[src/hw/cpu_pkg.sv]
package cpu_pkg;

  // data, address and instruction words share one width
  typedef logic [15:0] word_t;

  // register number, sixteen architectural registers
  typedef logic [3:0] reg_idx_t;

  // instruction opcodes, bits 15:12 of every instruction
  typedef enum logic [3:0] {
    add,
    sub,
    xor_op,
    red,
    sll,
    sra,
    ror_op,
    paddsb,
    lw,
    sw,
    llb,
    lhb,
    b,
    br,
    pcs,
    hlt
  } opcode_e;

  // branch condition, bits 11:9 of b and br
  typedef enum logic [2:0] {
    neq,
    eq,
    gt,
    lt,
    gte,
    lte,
    ovf,
    uncond
  } cond_e;

  // condition flags held by the execute stage
  typedef struct packed {
    logic z;
    logic v;
    logic n;
  } flags_t;

  // decoded control for one instruction
  // imm already extended; for b it carries the whole branch target
  typedef struct packed {
    opcode_e  opcode;
    reg_idx_t rd;
    reg_idx_t rs;
    reg_idx_t rt;
    word_t    imm;
    logic     reg_write;
    logic     mem_read;
    logic     mem_write;
    logic     take_branch;
    logic     branch_reg;
    logic     halt;
  } ctrl_t;

  typedef enum logic [1:0] {
    none,
    reg_wr,
    store
  } retire_kind_e;

  // one committed side effect, seen from outside the core
  // addr is the register number for reg_wr, the byte address for store
  typedef struct packed {
    retire_kind_e kind;
    word_t        addr;
    word_t        data;
  } retire_t;

  // memory sizes in words
  localparam int imem_words = 256;
  localparam int dmem_words = 256;
  localparam int imem_aw = $clog2(imem_words);
  localparam int dmem_aw = $clog2(dmem_words);

  // pc counts bytes, one instruction is two bytes
  localparam word_t pc_step = 16'd2;

endpackage
[src/hw/fetch_stage.sv]
module fetch_stage (
  input  logic             clk,
  input  logic             rst_n,
  input  logic             prog_load,
  input  cpu_pkg::word_t   prog_addr,
  input  cpu_pkg::word_t   prog_data,
  input  cpu_pkg::ctrl_t   ctrl,
  input  cpu_pkg::word_t   rs_data,
  output cpu_pkg::word_t   pc,
  output cpu_pkg::word_t   instr
);
  import cpu_pkg::*;

  // program storage, word addressed
  word_t imem [imem_words];
  word_t seq_pc;
  word_t next_pc;

  // load port only accepts writes while the core is held in reset
  // byte address, bit 0 ignored
  always_ff @(posedge clk) begin
    if (!rst_n && prog_load) begin
      imem[prog_addr[imem_aw:1]] <= prog_data;
    end
  end

  // combinational instruction read at the current pc
  assign instr = imem[pc[imem_aw:1]];

  assign seq_pc = pc + pc_step;

  // next pc select
  // br jumps to the rs value, b to the target formed in decode
  always_comb begin
    if (ctrl.take_branch) begin
      next_pc = ctrl.branch_reg ? rs_data : ctrl.imm;
    end else begin
      next_pc = seq_pc;
    end
  end

  // pc register
  // hlt freezes it so the halt word stays fetched until reset
  always_ff @(posedge clk or negedge rst_n) begin
    if (!rst_n) begin
      pc <= '0;
    end else if (!ctrl.halt) begin
      pc <= next_pc;
    end
  end

endmodule

[config.mk]
export PLATFORM = sky130hd
export DESIGN_NAME = fetch_stage
export DESIGN_NICKNAME = d
export VERILOG_FILES = /design/src/hw/cpu_pkg.sv /design/src/hw/fetch_stage.sv
export SDC_FILE = /design/constraint.sdc
export NUM_CORES = 2
export LEC_CHECK = 0
export BUFFER_PORTS_ARGS = -buffer_cell sky130_fd_sc_hd__buf_4
export CAP_MARGIN = 20
export CELL_PAD_IN_SITES_DETAIL_PLACEMENT = 0
export CELL_PAD_IN_SITES_GLOBAL_PLACEMENT = 1
export CORE_MARGIN = 1
export CORE_UTILIZATION = 50
export CTS_CLUSTER_DIAMETER = 120
export DETAILED_ROUTE_END_ITERATION = 8
export HOLD_SLACK_MARGIN = 0.1
export PLACE_DENSITY = 0.75
export SLEW_MARGIN = 40
export SYNTH_ARGS = -nofsm -noshare
export SYNTH_HDL_FRONTEND = slang
export SYNTH_SLANG_ARGS = --single-unit
export TNS_END_PERCENT = 30
[constraint.sdc]
create_clock -name clk -period 4.9 [get_ports clk]
set_input_delay 0.735 -clock clk [delete_from_list [all_inputs] [get_ports clk]]
set_output_delay 0.735 -clock clk [all_outputs]
set_load 0.02 [all_outputs]
== Yosys cells after proc, flatten, opt, wreduce, memory -nomap -nowiden ==
Memory sizes are Yosys's and may differ from the RTL's.
Cells that the tools add are included.
Storage, ports and cells
  output and inout port bits: 32
  bits in latches: 0
  flip-flop bits (word level): 16
  memories: 1
  input bits: 89
  memory bits (writable): 4096
  memory bits (read-only): 0
Memory list
  imem: depth 256, bits a word 16, rd ports 1, clocked after memory_dff 0, wr ports 1, RTL line fetch_stage.sv:15  | word_t imem [imem_words];
Operators by class
  shift-type cells: 0
  divide/modulo/power cells: 0
  $mul: 0
  multiplexer cells: 4
  add/subtract/negate cells: 1
  reduce and logical (&&, ||, !) cells: 2
  eq/ne operators: 0
  $lt $le $gt $ge: 0
  bitwise gates (word level): 0
Operator list (number)
  16-bit 2-to-1 mux: 2
  16-bit by 2-bit adder with 16-bit output, second input constant: 1
  1-bit 2-to-1 mux: 2
  1-bit logical AND: 1
  1-bit zero test: 1

== Longest topological paths before layout ==
  depth after elaboration: 4
  mapped depth: 13

== Least setup slack after synthesis ==
Ideal clock, no wire load.
  kind: register to output
  start: register pc[2]
  end: output port instr[2]
  data arrival time: 2.899 ns
  setup slack: 1.266 ns
  stages on the path, launching flop included: 11
  data required time: 4.165 ns
  cells stage by stage: dfrtp_1 > buf_2 > buf_2 > clkbuf_1 > clkbuf_1 > mux4_2 > mux2i_1 > o21ai_0 > a21oi_1 > a32o_1 > nor4_1
Between the ends
  cells in the longest elaborated chain, start to end: 1
RTL lines
  start: declaration: RTL line fetch_stage.sv:9  | output cpu_pkg::word_t pc,
  start signal: assignment: RTL line fetch_stage.sv:48  | pc <= next_pc;
  memory read 256 x 16 bit
  end: declaration: RTL line fetch_stage.sv:10  | output cpu_pkg::word_t instr
Every way passes these cells.

== Worst setup path after layout ==
  start: register pc[6]
  end: output port instr[5]
The elaborated chain is that of the path after synthesis.

==> run metrics <==
status complete, but fails checks; failing checks negative setup slack; Main synth FF type edfxtp_1; Worst slew margin roughly 36%; later-pin clock latency in the skew report 0.96 ns; initial DRC count 11614; crit path max-delay cell type nand2b_1; die area 0.3193 sq mm; GRT Overall Usage around 28%; crit path cell chain nand2b_1 -> nor2_1 -> a31oi_1 -> o211ai_1 -> o41ai_4 -> buf_4 -> o21ai_2 -> a211o_4 -> buf_6; drt wl/cell 35.24 microns; CP startpoint kind register; DRC Markers 0; Via density 6.448; crit path DAT 4.50 ns; min Tclk post-route approximately 5.2 ns; global-route wire length before repair 613000 microns; Leak 59.18 nW; worst slew pin tran 0.9622 ns; Core Area 0.3152 sq mm; vias in the first global route 79854; combinational power share 15.5%; net load switching power 20.83 mW; layout cells sized above 1 33.37%; die width approximately 570 microns; final weighted congestion in routability-driven placement 0.8896; Yosys cell types 63; CP Class register to output pin; #FFs+latches synth 4112; HPWL Detailed 263800 microns; CTS H-tree lvls 5; Max-cap violations 0; starting utilization of the core area 50.29%; die span in y 565.1 microns; Crit Path Max Fanout 17; via count roughly 80000; initial antenna violation count 23; Post-Syn Nets between 7000 and 8000; row cnt 206; final WL 439600 microns; Finished Layout Cells 12476; Pre-Repair DR Iteration Count 6; fin area ~0.19 sq mm; Max Slew Vio Count 0; Place WS -0.1363 ns; Clk pwr share 37.1%; Synth Area per Inst roughly 22 sq um; Syn-to-layout area delta 16.74%; final hold viol count 0; switching share of power 25.45%; CTS Buf Count 402; Power Dens Cells 442.4 mW/mm^2; CTS Buffer Depth 4; Setup WS post-layout -0.3346 ns; crit-path max cell delay 0.70 ns; sequential share of the synthesized area 77.84%; FMAX 191.0 MHz; Final Cycle Share 106.8%; Syn Inst Count between 7000 and 8000; PortBufs 93; worst vdd ir 0.3173 mV; Worst setup EP type output pin; Worst-path clk slew approximately 0.06 ns; Setup Viol. Count Final 16; unrepaired setup endpoints after global routing yes; crit-path leading delay family compound AO/OA/AOI/OAI gates; placed cell count ~12000; Cell Area, Placed between 0.15 and 0.2 sq mm; EDFF count, synth 4096; IO Pins 121; Clock Sinks 4112; Root Buffer clkbuf_16; CTS tree done; P_int 61.04 mW; WP data required approximately 4.2 ns; Design Power ~82 mW; Fin Setup TNS -3.159 ns; CP bufs+invs 2; Yosys warnings 0; worst min-delay path class input port to register; Mapped Area 0.1585 sq mm; Reg power frac between 40% and 50%; largest net degree at the start of global routing 146; gr ovfl total 0; Synth async-reset ratio 0.3891%; antenna-violating nets left 0; Final nets 8059; final clock skew 0.02898 ns
==> worst paths after layout <==
path                                from            to  slack [ns]  cells past startpoint
max                                pc[6]      instr[5]       -0.33                      9
min reg2reg                        pc[0]         pc[0]        0.53                      2
max reg2reg                        pc[8]        pc[13]        1.85                      9
min                        prog_data[12]  imem[18][12]        0.12                      1
max in group asynchronous          rst_n         pc[4]        4.41                      2
min in group asynchronous          rst_n        pc[11]        0.20                      2
==> power by group through the flow <==
| stage | sequential [mW] | clock [mW] | combinational (mW) |
|---|---|---|---|
| floorplan | 39.5 | 0 | 5.92 |
| global placement | 39.6 | 0 | 11.2 |
| detailed placement | 39.6 | 0 | 11.3 |
| CTS | 38.9 | 30.6 | 12.2 |
| global route | 38.8 | 31.9 | 13.0 |
| finish | 38.8 | 30.4 | 12.7 |
==> through the flow <==
stage                     hold slack, ns  utilization [%]
after floorplan                   0.4394                -
after global placement            0.5208            53.47
after detailed placement          0.5269            53.53
after CTS                         0.1014            58.38
after global routing              0.1271            58.70
final                             0.1215            58.71
==> synthesized netlist by cell type (51+ instances only) <==
master	instances	area, sq um
nor2_1	305	1145
a221oi_1	94	823.3
edfxtp_1	4096	123000
mux2i_1	307	3073
buf_2	94	470.5
nand2_1	112	420.4
buf_6	51	574.3
o21ai_0	117	585.6
a21oi_1	170	850.8
mux4_2	1013	22810
clkbuf_1	192	720.7
a22oi_1	96	720.7
==> cell usage in the layout, fill, tap and decap left out, types with 41 or more instances in the layout <==
| cell type | n |
|---|---|
| clkbuf_1 | 95 |
| o21ai_0 | 81 |
| clkinv_2 | 63 |
| nor2_1 | 204 |
| buf_4 | 713 |
| mux4_2 | 1013 |
| clkinv_1 | 102 |
| a221oi_1 | 73 |
| a22oi_1 | 82 |
| a21oi_1 | 153 |
| edfxtp_1 | 4096 |
| buf_6 | 41 |
| buf_12 | 75 |
| nand2_1 | 106 |
| mux2i_1 | 295 |
| clkbuf_16 | 414 |
| nor2_2 | 87 |
==> registers in the layout (all words and copies together), names as in the netlist <==
signal	cells
pc	16
imem	4096
==> area by class of cell <==
class	instances	area, sq um
Fill cell	21972	130200
Sequential cell	4112	123400
Multi-Input combinational cell	2531	34200
Clock buffer	500	10490
Timing Repair Buffer	911	9239
Tap cell	4160	5205
Clock inverter	236	2410
Inverter	11	56.30
Antenna cell	15	37.54
==> per-layer routing <==
| layer | vias to the layer above | wire length (microns) | global-route usage (%) |
|---|---|---|---|
| met2 | 4936 | 207000 | 42.73 |
| met1 | 42656 | 161200 | 37.87 |
| li1 | 31995 | - | - |
| met5 | - | 46 | 0 |
| met3 | 853 | 49210 | 5.699 |
| met4 | 6 | 22110 | 12.63 |
==> what timing repair did <==
action                                 in CTS  in global routing
endpoints found under the hold margin      18                  0
hold buffers                                5                  0
setup buffers                              76                 42
gates resized for setup                   270                 65
pin swaps                                  37                 19
cloned                                     16                  5
setup endpoints to repair                  16                 16
==> logic make-up after synthesis <==
kind of cell,synth area share [%]
compound gates,2.828
fa+ha+maj,0.007892
buf+inv,1.493
flops,77.84
mux,16.42
simple gates,1.410
(Power assumes the default switching activity.)
