**src/hw/cpu_pkg.sv**
```systemverilog
package cpu_pkg;

  // data, address and instruction words share one width
  typedef logic [15:0] word_t;

  // register number, sixteen architectural registers
  typedef logic [3:0] reg_idx_t;

  // instruction opcodes, bits 15:12 of every instruction
  typedef enum logic [3:0] {
    add,
    sub,
    xor_op,
    red,
    sll,
    sra,
    ror_op,
    paddsb,
    lw,
    sw,
    llb,
    lhb,
    b,
    br,
    pcs,
    hlt
  } opcode_e;

  // branch condition, bits 11:9 of b and br
  typedef enum logic [2:0] {
    neq,
    eq,
    gt,
    lt,
    gte,
    lte,
    ovf,
    uncond
  } cond_e;

  // condition flags held by the execute stage
  typedef struct packed {
    logic z;
    logic v;
    logic n;
  } flags_t;

  // decoded control for one instruction
  // imm already extended; for b it carries the whole branch target
  typedef struct packed {
    opcode_e  opcode;
    reg_idx_t rd;
    reg_idx_t rs;
    reg_idx_t rt;
    word_t    imm;
    logic     reg_write;
    logic     mem_read;
    logic     mem_write;
    logic     take_branch;
    logic     branch_reg;
    logic     halt;
  } ctrl_t;

  typedef enum logic [1:0] {
    none,
    reg_wr,
    store
  } retire_kind_e;

  // one committed side effect, seen from outside the core
  // addr is the register number for reg_wr, the byte address for store
  typedef struct packed {
    retire_kind_e kind;
    word_t        addr;
    word_t        data;
  } retire_t;

  // memory sizes in words
  localparam int imem_words = 256;
  localparam int dmem_words = 256;
  localparam int imem_aw = $clog2(imem_words);
  localparam int dmem_aw = $clog2(dmem_words);

  // pc counts bytes, one instruction is two bytes
  localparam word_t pc_step = 16'd2;

endpackage
```
**src/hw/alu.sv**
```systemverilog
module alu (
  input  logic             clk,
  input  logic             rst_n,
  input  cpu_pkg::ctrl_t   ctrl,
  input  cpu_pkg::word_t   rs_data,
  input  cpu_pkg::word_t   rt_data,
  output cpu_pkg::word_t   result,
  output cpu_pkg::flags_t  flags
);
  import cpu_pkg::*;

  logic [16:0] add_res;
  logic [16:0] sub_res;
  logic        arith_wrap;
  logic        is_compute;
  logic [3:0]  shamt;
  logic [31:0] rot;
  word_t       red_sum;
  word_t       padd_res;
  word_t       mem_addr;

  // saturating 16-bit add, returns {overflow, clamped sum}
  // sub uses the same adder with y inverted and a carry in
  function automatic logic [16:0] add_sat(input word_t x, input word_t y, input logic cin);
    word_t sum;
    logic  wrap;
    sum = x + y + {15'd0, cin};
    wrap = (x[15] == y[15]) && (sum[15] != x[15]);
    if (wrap) begin
      sum = x[15] ? 16'h8000 : 16'h7fff;
    end
    return {wrap, sum};
  endfunction

  // one signed nibble lane of paddsb, clamps to -8..7
  function automatic logic [3:0] nib_sat(input logic [3:0] x, input logic [3:0] y);
    logic [3:0] sum;
    sum = x + y;
    if ((x[3] == y[3]) && (sum[3] != x[3])) begin
      sum = x[3] ? 4'h8 : 4'h7;
    end
    return sum;
  endfunction

  assign add_res = add_sat(rs_data, rt_data, 1'b0);
  assign sub_res = add_sat(rs_data, ~rt_data, 1'b1);
  assign arith_wrap = (ctrl.opcode == sub) ? sub_res[16] : add_res[16];

  // red sums all four bytes as signed values, no clamp
  assign red_sum = {{8{rs_data[15]}}, rs_data[15:8]} + {{8{rs_data[7]}}, rs_data[7:0]}
                 + {{8{rt_data[15]}}, rt_data[15:8]} + {{8{rt_data[7]}}, rt_data[7:0]};

  always_comb begin
    for (int i = 0; i < 4; i++) begin
      padd_res[i*4 +: 4] = nib_sat(rs_data[i*4 +: 4], rt_data[i*4 +: 4]);
    end
  end

  assign shamt = ctrl.imm[3:0];
  // rotate right, low half of the doubled word
  assign rot = {rs_data, rs_data} >> shamt;

  // word address: rs with bit 0 cleared plus offset in words
  assign mem_addr = {rs_data[15:1], 1'b0} + {ctrl.imm[14:0], 1'b0};

  always_comb begin
    case (ctrl.opcode)
      add:     result = add_res[15:0];
      sub:     result = sub_res[15:0];
      xor_op:  result = rs_data ^ rt_data;
      red:     result = red_sum;
      sll:     result = rs_data << shamt;
      sra:     result = $signed(rs_data) >>> shamt;
      ror_op:  result = rot[15:0];
      paddsb:  result = padd_res;
      lw, sw:  result = mem_addr;
      // llb and lhb pass the old destination through for the merge
      default: result = rs_data;
    endcase
  end

  assign is_compute = ~ctrl.opcode[3];

  // z on every compute op, v and n only on add and sub
  always_ff @(posedge clk or negedge rst_n) begin
    if (!rst_n) begin
      flags <= '0;
    end else if (is_compute) begin
      flags.z <= (result == '0);
      if ((ctrl.opcode == add) || (ctrl.opcode == sub)) begin
        flags.v <= arith_wrap;
        flags.n <= result[15];
      end
    end
  end

endmodule

```
**config.mk**
```make
export PLATFORM = sky130hd
export DESIGN_NAME = alu
export DESIGN_NICKNAME = d
export VERILOG_FILES = /design/src/hw/cpu_pkg.sv /design/src/hw/alu.sv
export SDC_FILE = /design/constraint.sdc
export NUM_CORES = 1
export LEC_CHECK = 0
export BUFFER_PORTS_ARGS = -buffer_cell sky130_fd_sc_hd__buf_2
export CAP_MARGIN = 40
export CORE_MARGIN = 1.5
export CORE_UTILIZATION = 50
export CTS_CLUSTER_DIAMETER = 200
export CTS_CLUSTER_SIZE = 24
export DETAILED_ROUTE_END_ITERATION = 16
export MAX_ROUTING_LAYER = met4
export PLACE_DENSITY = 0.8
export SLEW_MARGIN = 25
export SYNTH_ARGS = -nofsm -noshare
export SYNTH_HDL_FRONTEND = slang
export SYNTH_SLANG_ARGS = --single-unit
```
**constraint.sdc**
```tcl
create_clock -name clk -period 10.88 [get_ports clk]
set_input_delay 3.264 -clock clk [delete_from_list [all_inputs] [get_ports clk]]
set_output_delay 3.264 -clock clk [all_outputs]
set_load 0.01 [all_outputs]
```
Word-level counts from Yosys, hierarchy flattened
Index checks and enable logic that the tools add are counted.
Widths: inputs -> output; s select.
- add/sub/neg operators: 11
- equal/unequal tests: 20
- shift operators: 3
- multiplexer cells: 13
- bitwise gates (word level): 3
- reduce and logical (&&, ||, !) cells: 11
- operators by type and width (operator ; count):
    $pmux 16 s9 ; 1
    $add 16x16->16 ; 3
    $mux 16 ; 3
    $mux 4 ; 8
    $shr 32x4->16 ; 1
    $add 16x1->16 const B ; 1
    $add 4x4->4 ; 4
    $eq 4x3->1 const B ; 4
    $logic_not 16->1 ; 1
    $not 16->16 ; 1
    $shl 16x4->16 ; 1
    $sshr 16x4->16 ; 1
    $xor 16x16->16 ; 1
    $add 10x8->11 ; 1
    $add 9x8->10 ; 1
    $add 8x8->9 ; 1
    $eq 4x2->1 const B ; 2
    $eq 4x4->1 const B ; 2
    $logic_and 1x1->1 ; 6
    $ne 1x1->1 ; 6
    $eq 1x1->1 ; 5
    $eq 4x1->1 const B ; 1
    $logic_not 4->1 ; 1
    $reduce_and 2->1 ; 1
    other kinds (4) ; 4
- flip-flop bits (word level): 3
- bits of input ports: 72
- output and inout port bits: 19
- logic and storage cells: 64

Logic depth before layout (Yosys ltp)
- word-level depth: 8
- mapped depth: 17

Worst setup path before layout
No wires, ideal clock.
- kind: input port to output port
- start: input rs_data[1]
- end: output result[9]
- arrival: 6.370 ns
- required time: 7.616 ns
- path slack: 1.246 ns
- stages: 14
- cell sequence: inv_1 -> fa_1 -> fa_1 -> inv_1 -> ha_1 -> fa_1 -> a211oi_1 -> nor2_1 -> nor3_1 -> o21bai_1 -> a21oi_1 -> xnor2_1 -> a221oi_1 -> a31oi_1
- word-level cells in the longest chain between the ends: 6
- elaborated cells between the ends (all ways): 17
- RTL lines (what ; RTL line ; source):
    start: declaration ; alu.sv:5 ; input cpu_pkg::word_t rs_data,
    parallel branches: the longest is 5 deep, another holds $add 10x8->11 ; -- ;
    $pmux 16 s9 (*) ; alu.sv:67 ; case (ctrl.opcode)
    end: declaration ; alu.sv:7 ; output cpu_pkg::word_t result,
Mark *: on every way between the ends.

Worst setup path in the final report
- start: input rs_data[13]
- end: output result[13]
Same word-level chain as after synthesis.

==> reports/results.txt <==
Worst Hold Launch - flags[2]
Via count - 7,738
Top FF cell, synth - dfrtp_1
Routability cong. - 1.04
Yosys reg bits - 3
Net count reported at finish - 1,106
Syn Area/Cell - 6.91 sq um
Worst Hold Class - reg -> reg
Hold path cells - 2
P_leak - 3.03 nW
CTS Buf Count - 3
Synth-to-Final Area Change - 9.24%
Synth area leaders - ha_1 11%, fa_1 7.3%, o21ai_0 6.5%
Largest net degree at the start of global routing - 45
Sum Neg Setup Slack - 0 ps
Worst endpoint data arrival time - 7280 ps
Total gr overflow - 0
Worst slew margin - 40.1%
Finish-stage setup viols - 0
Core Box Area - 12,200 sq um
Least-Margin Pin Slew - 887 ps
Die area - 13,400 sq um
PwrDens - 80.0 nW/um^2
Detailed Routing Iterations Pass 1 - 7
Avg WL per Cell - 24.6 microns
Post-DRT Antenna Nets - 0
Syn Std Cell Area - 6340 sq um
Peak supply drop - 0.0693 mV
CP startpoint kind - input pin
Post-CTS setup buffers - 0
DR vias/cell - 6.88
First-pass GRT wire length - 41,700 microns
Worst-skew pair later-pin latency - 220 ps
Slew Limit Fails - 0
Max Cap Viol - 0
Worst R2R Setup Slack - 10,220 ps
Number of synthesized flops with an enable pin - 0
RR Startpoint - flags[0]
Skew final - 0 ps
Register area share after synthesis - 1.18%
Crit Path Class - in -> out
Root Driver - clkbuf_16
Crit path max fanout - 14
Final hold violations - 0
Vias in the first global route - 6,915
Tcrit/Tclk final - 96.9%
WHS Endpoint - flags[2]
# rows - 40
CTS resizes - 0
Initial antenna violation count - 0
Clk buf depth - 2
Pwr Total - 0.000554 W
Top cell type by total area after synthesis - ha_1
WP data required - 7620 ps
Critical path endpoint category - output pin
CTS tree - built
Filler instances - 1,262
WL final - 27,700 microns
Synth Warn # - 0
Reg2reg path depth - 2
Synth Net Count - 1,066
Initial Util - 52.1%
Worst r2r dst - flags[0]
Die height - 116 microns
GRT Total Usage - 42.8%
Initial DRC count - 1,163
Yosys cell types - 85
Hold_buf cts - 0
Post-layout min period - 10,540 ps
Biggest regs - flags (3)
Clk pin slew, worst setup/hold paths - 30 ps
Share of cells above drive strength 1 - 14.5%
Async S/R FF share, synth - 100%
Post-synth top area share - 10.7%
Most flops, register - flags
Port-buffer cells - 71
Status - finished clean
Mapped Cells - 917
Max reg flops - 3
Htree depth - 1
Die width - 116 microns
Sink Count - 3
Setup repair after global routing missed its margin - no
F_max - 94.8 MHz
Post-DP HPWL - 22,200 microns
DRC viols - 0
Top-level I/O count - 91
-- cells in the final DEF (no fill, tap or decap), drive strengths merged, types with 6 or more instances in the layout --
cell	n
buf	99
nor2	91
o21ai	83
a21oi	83
nand2	69
inv	67
ha	54
mux2i	34
xnor2	27
nor3	25
fa	23
a211oi	20
nand3	20
a31oi	16
o22ai	15
nand2b	14
a21o	14
nor2b	13
o21a	12
mux4	11
xor2	11
nor4	11
o21bai	9
o211ai	8
and3	7
mux2	7
a211o	7
a2111oi	7
a221oi	6
o31ai	6
-- final cells by class --
class / instances / area, sq um / share of cell area [%]
tap: 168 / 210 / 3.04
clock buffer: 4 / 78.8 / 1.14
multi-input combinational: 783 / 5740 / 82.9
antenna: 1 / 2.50 / 0.0362
timing repair buffer: 99 / 566 / 8.17
inverter: 67 / 251 / 3.63
sequential: 3 / 75.1 / 1.08
-- kinds of logic after synthesis --
kind of cell,after synthesis,synth area share (%)
xor gates and xnor gates,38,5.25
DFF,3,1.18
adders and majority gates,78,18.1
buffers and inverters,131,8.35
muxes,52,10.5
AOI/OAI and AO/OA,336,35.1
and+or+nand+nor,279,21.5
-- worst max-delay path by stage --
stage	start	to	slack [ps]	depth (start not counted)
floorplan	rs_data[1]	result[9]	1250	14
global placement	rs_data[1]	result[9]	500	16
detailed placement	rs_data[13]	result[13]	490	17
CTS	rs_data[13]	result[13]	470	17
global route	rs_data[13]	result[13]	150	17
finish	rs_data[13]	result[13]	340	17
-- report_power, final --
part / total, W / switching [W] / internal, W
Sequential: 0.0000133 / 0.000000645 / 0.0000127
Clock: 0.0000582 / 0.00000988 / 0.0000483
Combinational: 0.000483 / 0.000302 / 0.000180
-- critical path, stage by stage --
cell	delay, ps
buf_2	380
inv_1	130
fa_1	520
fa_1	520
inv_1	50
ha_1	360
a21oi_1	110
o21ai_0	220
a211o_1	140
o211ai_1	240
a21oi_1	360
nand2_1	170
nor3_1	250
o21ai_0	110
o21ai_0	130
nand3_1	160
buf_2	170
-- routing by layer --
layer / vias to the layer above / global-route usage (%) / wire length (microns)
met3: 100 / 4.97 / 2990
met2: 523 / 64.5 / 11900
met5: - / - / 0
met4: 0 / 17.2 / 1590
met1: 3648 / 58.3 / 11300
li1: 3467 / - / -
-- cells in the mapped netlist, types with 16 or more instances --
master	n
a31oi_1	16
ha_1	54
mux2i_1	34
nor2_1	90
a21oi_1	81
clkbuf_1	39
nand3_1	19
nand2_1	69
fa_1	23
inv_1	66
a211oi_1	20
o21ai_0	82
nor3_1	24
xnor2_1	27
-- stage by stage --
step                setup slack [ps]  cell area (sq um)  utilization, %  instances  hold WS, ps
detailed placement               486               6840            56.2       1120          459
floorplan                       1250               6340               -        917          520
global route                     152               6920            56.9       1124          535
CTS                              470               6920            56.9       1124          475
global placement                 498               6840            56.2       1120          464
finish                           337               6920            56.9       1125          474
Power figures use the tool's default switching activity.
