$ cat config.mk
export PLATFORM = sky130hd
export DESIGN_NAME = register_file
export DESIGN_NICKNAME = d
export VERILOG_FILES = /design/src/hw/cpu_pkg.sv /design/src/hw/register_file.sv
export SDC_FILE = /design/constraint.sdc
export NUM_CORES = 1
export LEC_CHECK = 0
export BUFFER_PORTS_ARGS = -buffer_cell sky130_fd_sc_hd__buf_4
export CAP_MARGIN = 20
export CORE_MARGIN = 1
export CORE_UTILIZATION = 65
export CTS_BUF_LIST = sky130_fd_sc_hd__clkbuf_8
export CTS_CLUSTER_DIAMETER = 100
export DETAILED_ROUTE_END_ITERATION = 6
export PLACE_DENSITY_LB_ADDON = 0.12
export SLEW_MARGIN = 10
export SYNTH_ARGS = -nofsm -noshare
export SYNTH_HDL_FRONTEND = slang
export SYNTH_SLANG_ARGS = --single-unit
$ cat constraint.sdc
create_clock -name clk -period 5.9 [get_ports clk]
set_input_delay 1.18 -clock clk [delete_from_list [all_inputs] [get_ports clk]]
set_output_delay 1.18 -clock clk [all_outputs]
set_load 0.005 [all_outputs]
$ cat src/hw/cpu_pkg.sv
package cpu_pkg;

  // data, address and instruction words share one width
  typedef logic [15:0] word_t;

  // register number, sixteen architectural registers
  typedef logic [3:0] reg_idx_t;

  // instruction opcodes, bits 15:12 of every instruction
  typedef enum logic [3:0] {
    add,
    sub,
    xor_op,
    red,
    sll,
    sra,
    ror_op,
    paddsb,
    lw,
    sw,
    llb,
    lhb,
    b,
    br,
    pcs,
    hlt
  } opcode_e;

  // branch condition, bits 11:9 of b and br
  typedef enum logic [2:0] {
    neq,
    eq,
    gt,
    lt,
    gte,
    lte,
    ovf,
    uncond
  } cond_e;

  // condition flags held by the execute stage
  typedef struct packed {
    logic z;
    logic v;
    logic n;
  } flags_t;

  // decoded control for one instruction
  // imm already extended; for b it carries the whole branch target
  typedef struct packed {
    opcode_e  opcode;
    reg_idx_t rd;
    reg_idx_t rs;
    reg_idx_t rt;
    word_t    imm;
    logic     reg_write;
    logic     mem_read;
    logic     mem_write;
    logic     take_branch;
    logic     branch_reg;
    logic     halt;
  } ctrl_t;

  typedef enum logic [1:0] {
    none,
    reg_wr,
    store
  } retire_kind_e;

  // one committed side effect, seen from outside the core
  // addr is the register number for reg_wr, the byte address for store
  typedef struct packed {
    retire_kind_e kind;
    word_t        addr;
    word_t        data;
  } retire_t;

  // memory sizes in words
  localparam int imem_words = 256;
  localparam int dmem_words = 256;
  localparam int imem_aw = $clog2(imem_words);
  localparam int dmem_aw = $clog2(dmem_words);

  // pc counts bytes, one instruction is two bytes
  localparam word_t pc_step = 16'd2;

endpackage
$ cat src/hw/register_file.sv
module register_file (
  input  logic               clk,
  input  logic               rst_n,
  input  cpu_pkg::reg_idx_t  rs_idx,
  input  cpu_pkg::reg_idx_t  rt_idx,
  input  cpu_pkg::reg_idx_t  rd_idx,
  input  logic               write_en,
  input  cpu_pkg::word_t     write_data,
  output cpu_pkg::word_t     rs_data,
  output cpu_pkg::word_t     rt_data
);
  import cpu_pkg::*;

  // entry 0 is never written and reads back zero
  word_t regs [16];

  // write commits at the edge that retires the instruction
  always_ff @(posedge clk or negedge rst_n) begin
    if (!rst_n) begin
      for (int i = 0; i < 16; i++) begin
        regs[i] <= '0;
      end
    end else if (write_en && (rd_idx != '0)) begin
      regs[rd_idx] <= write_data;
    end
  end

  // asynchronous reads
  // single-cycle datapath, a written value is first read on the next instruction
  // so the array output is always current and no same-cycle path is needed
  assign rs_data = (rs_idx == '0) ? '0 : regs[rs_idx];
  assign rt_data = (rt_idx == '0) ? '0 : regs[rt_idx];

endmodule

; ---- Word-level counts from Yosys, hierarchy flattened
; Index checks and enable logic that the tools add are counted.
; W data, S select, Z words.
[op_classes]
order_cmp = 4
mux = 11
bitwise_logic = 3
reduce_logical = 5
[ops]
columns = op, n
row1 = $bwmux W256, 1
row2 = $bmux W16 S4, 2
row3 = $mux W16, 7
row4 = $demux W16 S4, 1
row5 = $ge A5 B5 Y1 const B, 3
row6 = $not A4 Y5, 3
row7 = $logic_not A4 Y1, 2
row8 = $lt A5 B1 Y1 const B, 1
row9 = $reduce_bool A4 Y1, 1
row10 = $logic_and A1 B1 Y1, 2
[totals]
regBits = 256
in_bits = 31
output_inout_bits = 32
elab_cells = 39

; ---- Longest topological paths before layout
; Gate-level depths: netlist of run 1.
[depth]
depth_word = 6
depth_mapped = 7

; ---- Worst setup path after synthesis of run 1
; No wires, ideal clock.
[synth_path]
path_kind = input -> output
from = input rt_idx[1]
to = output rt_data[13]
arrival_time_ps = 2486
required_ps = 4720
setup_slack_ps = 2234
cell_stages = 7
n_path_buf = 3
cell_sequence = buf_2 > buf_6 > buf_2 > mux2i_1 > nor2_1 > a2111oi_0 > a21oi_1
[synth_between]
elab_chain_len = 5
[synth_rtl]
columns = element, line_no
row1 = "start, declared", register_file.sv:5  ; input cpu_pkg::reg_idx_t rt_idx,
row2 = $not A4 Y5 (not written as such), register_file.sv:32  ; assign rt_data = (rt_idx == '0) ? '0 : regs[rt_idx];
row3 = $bmux W16 S4, register_file.sv:32
row4 = $mux W16 (not written as such) (2 in a row), register_file.sv:32
row5 = $mux W16 (*), register_file.sv:32
row6 = "end, declared", register_file.sv:10  ; output cpu_pkg::word_t rt_data
; Every way passes the cells marked *; elsewhere a longest branch is shown, timed or not. The select of a mux whose other input is x is not followed.

; ---- Final worst setup path of run 1
[layout_path]
from = input rt_idx[3]
to = output rt_data[6]
; Same word-level chain as after synthesis.

==> results.sh, run 1 <==
export IMPL_status="finished clean"
export IMPL_slowest_stage="nand2b_1"
export IMPL_hold_violations=0
export IMPL_grt_pass1_wl_mm=53.8
export IMPL_antennaDiodeCount=0
export IMPL_reg_largest_list="regs (241)"
export IMPL_post_cts_repair_setup_buffers=0
export IMPL_yosys_warnings=0
export IMPL_largest_reg_flops=241
export IMPL_nFillCells=1314
export IMPL_rsz0062_at_grt="no"
export IMPL_synth_top_family_by_area="multiplexers"
export IMPL_synth_simple_gate_area_share_pct=1.98
export IMPL_p_leak_nw=6.28
export IMPL_path_buf_inv=2
export IMPL_cts_root_buf="clkbuf_8"
export IMPL_busiest_layer="met2"
export IMPL_hold_end="regs[254]"
export IMPL_fmax_ghz=0.211
export IMPL_synth_seq_cells=241
export IMPL_die_area_um2=20600
export IMPL_worst_ep_required_time_ns=4.72
export IMPL_final_area_um2=14300
export IMPL_clkLatencyLatePin_ns=0.55
export IMPL_worst_path_max_fanout=39
export IMPL_ctsHoldBuffers=0
export IMPL_cp_common_cell="buf_4"
export IMPL_die_h_um=143
export IMPL_fin_crit_ns=4.74
export IMPL_grt_max_degree=152
export IMPL_synthMuxAreaShare_pct=42.1
export IMPL_dr_pass1_iters=5
export IMPL_nNetsFinal=990
export IMPL_num_vias=8663
export IMPL_synth_ff_type="dfrtp_1"
export IMPL_synth_edff_count=0
export IMPL_track_usage_pct=35.7
export IMPL_io_buffers=62
export IMPL_synth_area_leaders="dfrtp_1, mux2_2, mux4_2"
export IMPL_drtIter0Drc=666
export IMPL_end_kind="output pin"
export IMPL_cts_sink_count=241
export IMPL_synth_area_um2=13000
export IMPL_ant_nets=0
export IMPL_synth_most_common_cell="mux2_2"
export IMPL_synthTopCellsByCount="mux2_2, dfrtp_1, mux2i_1, mux4_2, a21oi_1"
export IMPL_cts_tree="built"
export IMPL_synth_fa_ha_area_share_pct=0
export IMPL_vdd_ir_drop_worst_mv=0.242
export IMPL_path_cells="buf_4 -> nand2b_1 -> o22ai_1 -> a2111oi_0 -> a21oi_1 -> buf_4"
export IMPL_path_delay_family="compound AO/OA/AOI/OAI gates"
export IMPL_hpwl_mm=20.7
export IMPL_hp_class="flip-flop to flip-flop"
export IMPL_drc_errors=0
export IMPL_fin_util_pct=73.3
export IMPL_yosysTopAreaCell="dfrtp_1"
export IMPL_synthDominantCellAreaShare_pct=46.4
export IMPL_syn2layout_area_growth_pct=10.2
export IMPL_clkTransAtPathRegs_ns=0.05
export IMPL_ys_async_sr_fraction_pct=100
export IMPL_fp_dieW_um=143
export IMPL_gr_total_overflow=0
export IMPL_r2r_setup_slack_ns=5.08
export IMPL_placed_cell_area_um2=13500
export IMPL_viasPerCell=6.93
export IMPL_worstMarginPinSlew_ns=1.17
export IMPL_clockBufferDepth=3
export IMPL_relSlewSlack_pct=22.0
export IMPL_arrival_ns=3.56
export IMPL_grt_pass1_vias=9160
export IMPL_hold_path_startpoint="regs[254]"
export IMPL_core_um2=19500
export IMPL_slew_viol_final=0
export IMPL_powerDensity_nw_per_um2=344
export IMPL_cts_buffers=41
export IMPL_rows=51
export IMPL_r2r_start="regs[209]"
export IMPL_regMostFlops="regs"
export IMPL_synth_cell_type_count=34
export IMPL_routed_wl_mm=34.6
export IMPL_htree_levels=2
export IMPL_setup_tns_ns=0
export IMPL_antenna_found_initial=2
export IMPL_gp_congestion=0.822
export IMPL_synth_compound_area_share_pct=5.85
export IMPL_synth_nets=950
export IMPL_use_met3_pct=7.26
export IMPL_r2r_end="regs[209]"
export IMPL_ios=63
export IMPL_ys_seq_area_share_pct=46.4
export IMPL_fin_skew_ns=0
export IMPL_reg2regPathDepth=1
export IMPL_cp_startpoint="rt_idx[3]"
export IMPL_syn_area_per_cell_um2=14.1
export IMPL_cap_violations=0
export IMPL_startpoint_type="input pin"
export IMPL_grtUsageMet2_pct=56.8
export IMPL_slowest_delay_ns=0.76
export IMPL_drive_gt1_share_pct=47.8
export IMPL_synthCells=919
export IMPL_synth_xor_area_share_pct=0
export IMPL_start_util_pct=66.5
export IMPL_fin_crit_sh_pct=80.3
export IMPL_min_path_cells=0
export IMPL_finalSetupViolations=0
export IMPL_use_met1_pct=47.8
export IMPL_worstSetupPathType="input pin to output pin"
export IMPL_avgRoutedWirePerCell_um=27.7
export IMPL_cts_resized=0
-- worst max-delay path by stage --
stage | endpoint | slack (ns) | cells after the start
after floorplan | rt_data[13] | 2.23 | 7
after global placement | rt_data[9] | 1.33 | 6
after detailed placement | rt_data[7] | 1.28 | 6
after CTS | rt_data[9] | 1.29 | 6
after global routing | rt_data[6] | 1.16 | 6
final | rt_data[6] | 1.16 | 6
-- final cells by class --
type	count	area, um2	area share, %
well taps	265	332	2.32
flip-flops and latches	241	6030	42.1
multi-input cells	590	6490	45.3
clock inverters	19	78.8	0.550
clock buffers	50	688	4.81
repair buffers	84	698	4.88
inverters	1	3.75	0.0262
-- per-layer routing --
metal	routed length [um]	up-vias
li1	-	3602
met1	14300	4590
met2	16600	377
met3	2540	90
met4	1080	4
met5	21	-
-- per-stage QoR --
stage / instances / total power, mW / hold slack [ns] / setup WS (ns)
after detailed placement: 1179 / 3.52 / 0.379 / 1.28
after CTS: 1248 / 4.93 / 0.391 / 1.29
after global routing: 1250 / 5.16 / 0.404 / 1.16
after floorplan: 919 / 3.12 / 0.425 / 2.23
after global placement: 1178 / 3.42 / 0.367 / 1.33
final: 1250 / 4.92 / 0.403 / 1.16
-- cell usage in the layout, fill, tap and decap left out, drive strengths merged, types with 2 or more instances in the layout --
master / instances
dfrtp: 241
nor2b: 2
nand2b: 5
nor2: 24
nand2: 5
clkinv: 3
a21oi: 47
mux2: 255
clkbuf: 50
nand3: 2
o21ai: 3
a2111oi: 14
mux4: 67
buf: 84
a221o: 15
nor3b: 2
nand3b: 3
o22ai: 14
inv: 16
a22oi: 16
mux2i: 107
a211oi: 2
or3: 3
-- power by group --
group,total [mW],leakage (nW),internal (mW),switching [mW]
Clock,1.41,0.451,0.758,0.650
Combinational,1.17,2.87,0.703,0.467
Sequential,2.34,2.96,2.04,0.303
-- logic make-up after synthesis --
family | Yosys count
AO/OA/AOI/OAI | 113
flip-flops | 241
multiplexers | 429
buffers and inverters | 88
AND/OR/NAND/NOR | 48
No activity file was read; power rests on OpenSTA's default activity.
==> run 2, diff against run 1 <==
--- a/config.mk
+++ b/config.mk
@@ -8,7 +8,7 @@
 export BUFFER_PORTS_ARGS = -buffer_cell sky130_fd_sc_hd__buf_4
 export CAP_MARGIN = 20
 export CORE_MARGIN = 1
-export CORE_UTILIZATION = 65
+export CORE_UTILIZATION = 64
 export CTS_BUF_LIST = sky130_fd_sc_hd__clkbuf_8
 export CTS_CLUSTER_DIAMETER = 100
 export DETAILED_ROUTE_END_ITERATION = 6
==> constraint.sdc (replaced) <==
create_clock -name clk -period 4.4 [get_ports clk]
set_input_delay 0.88 -clock clk [delete_from_list [all_inputs] [get_ports clk]]
set_output_delay 0.88 -clock clk [all_outputs]
set_load 0.005 [all_outputs]
==> run 2 against run 1 <==
Sequential share of layout area is 0.17 points lower. Critical endpoint is now rt_data[13]. Global-route usage is 0.84 points lower. Clock-buffer cell count is 3 lower. Clock skew stayed put. Register-to-register slack worse by 1.5 ns. Sequential cell count stayed put. Non-clock buffer count is 10 higher. Final area is 0.41% higher.
==> results.sh, run 2 (same netlist as run 1, synthesis figures left out) <==
export IMPL_final_cell_mix="mux2_2, dfrtp_1, mux2i_1, buf_4, mux4_2"
export IMPL_relSlewSlack_pct=22.9
export IMPL_layout_cells_non_filler=1259
export IMPL_drc_errors=0
export IMPL_reg2regPathDepth=1
export IMPL_gp_congestion=0.831
export IMPL_gr_total_overflow=0
export IMPL_clockBufferDepth=3
export IMPL_slowest_delay_ns=0.94
export IMPL_startpoint_type="input pin"
export IMPL_fp_dieW_um=144
export IMPL_cts_tree="built"
export IMPL_worst_ep_required_time_ns=3.52
export IMPL_cts_resized=0
export IMPL_grt_max_degree=102
export IMPL_grt_pass1_wl_mm=53.1
export IMPL_r2r_start="regs[39]"
export IMPL_die_h_um=144
export IMPL_worst_path_max_fanout=19
export IMPL_largest_reg_flops=241
export IMPL_worstSetupPathType="input pin to output pin"
export IMPL_die_area_um2=20900
export IMPL_path_cells="buf_4 -> nor3b_2 -> a2111oi_0 -> a21oi_1 -> buf_4"
export IMPL_start_util_pct=66.1
export IMPL_cp_common_cell="buf_4"
export IMPL_dpl_cell_count=1190
export IMPL_p_leak_nw=6.31
export IMPL_finalSetupViolations=0
export IMPL_arrival_ns=2.92
export IMPL_powerDensity_nw_per_um2=457
export IMPL_clkTransAtPathRegs_ns=0.06
export IMPL_cap_violations=0
export IMPL_drive_gt1_share_pct=48.3
export IMPL_core_um2=19700
export IMPL_r2r_end="regs[39]"
export IMPL_grt_pass1_vias=9145
export IMPL_fin_skew_ns=0
export IMPL_fmax_ghz=0.263
export IMPL_cts_buffers=40
export IMPL_io_buffers=62
export IMPL_fin_crit_sh_pct=86.4
export IMPL_timing_hold_ws_ns=0.344
export IMPL_vdd_ir_drop_worst_mv=0.362
export IMPL_grtUsageMet2_pct=54.8
export IMPL_power_mw=6.57
export IMPL_use_met3_pct=6.42
export IMPL_fin_util_pct=73.2
export IMPL_ant_nets=0
export IMPL_cts_sink_count=241
export IMPL_r2r_setup_slack_ns=3.58
export IMPL_track_usage_pct=34.8
export IMPL_clkLatencyLatePin_ns=0.54
export IMPL_use_met1_pct=47.4
export IMPL_antennaDiodeCount=0
export IMPL_fin_crit_ns=3.80
export IMPL_slew_viol_final=0
export IMPL_cts_root_buf="clkbuf_8"
export IMPL_ctsHoldBuffers=0
export IMPL_routed_wl_mm=34.4
export IMPL_busiest_layer="met2"
export IMPL_nNetsFinal=999
export IMPL_hp_class="input pin to async pin"
export IMPL_antenna_found_initial=1
export IMPL_viasPerCell=6.87
export IMPL_setup_tns_ns=0
export IMPL_end_kind="output pin"
export IMPL_dr_pass1_iters=5
export IMPL_ios=63
export IMPL_hpwl_mm=21.5
export IMPL_drtIter0Drc=755
export IMPL_post_cts_repair_setup_buffers=0
export IMPL_htree_levels=2
export IMPL_hold_violations=0
export IMPL_num_vias=8655
export IMPL_regMostFlops="regs"
export IMPL_syn2layout_area_growth_pct=10.7
export IMPL_final_common_cell="mux2_2"
export IMPL_avgRoutedWirePerCell_um=27.4
export IMPL_reg_largest_list="regs (241)"
export IMPL_status="finished clean"
export IMPL_rows=51
export IMPL_slowest_stage="nor3b_2"
export IMPL_worstMarginPinSlew_ns=1.16
export IMPL_rsz0062_at_grt="no"
[run 2: cell count changes in the layout (fill, tap and decap cells not counted), sizes merged]
cell / change
buf: +10
clkbuf: -3
clkinv: +1
clkinvlp: +1
[run 2: report_power, final]
part / switching [mW] / leakage [nW] / internal [mW]
sequential: 0.414 / 2.96 / 2.74
combinational: 0.627 / 2.92 / 0.947
clock: 0.882 / 0.434 / 0.965
total: 1.92 / 6.31 / 4.65
[run 2: layer usage]
layer / up-vias / wire length [um]
met5: - / 13
met4: 2 / 1250
met3: 99 / 2440
met2: 387 / 16400
met1: 4555 / 14300
li1: 3612 / -
[run 2: metrics by stage]
stage	cell area, um2	setup WS [ns]
6_report	14400	0.600
5_1_grt	14400	0.550
4_1_cts	14400	0.655
3_5_place_dp	13600	0.648
3_3_place_gp	13600	0.648
2_1_floorplan	13000	1.33
[run 2: final cells by class]
type,instances,area [um2]
fill,1332,5280
tap,265,332
clock inverter,21,91.3
multi-input combinational,590,6490
clock buffer,47,647
sequential,241,6030
timing repair buffer,94,781
inverter,1,3.75
[run 2: worst max-delay path by stage]
stage,start,to,slack (ns)
after floorplan,rt_idx[1],rt_data[13],1.33
after detailed placement,rt_idx[1],rt_data[7],0.65
after global routing,rt_idx[1],rt_data[13],0.55
final,rt_idx[1],rt_data[13],0.60
after global placement,rt_idx[1],rt_data[13],0.65
after CTS,rt_idx[1],rt_data[7],0.65
[run 2: worst max-delay path, delay by kind of cell]
family          cells  cell delay [ns]
simple gates        1             0.94
buf+inv             2             0.49
compound gates      2             0.59
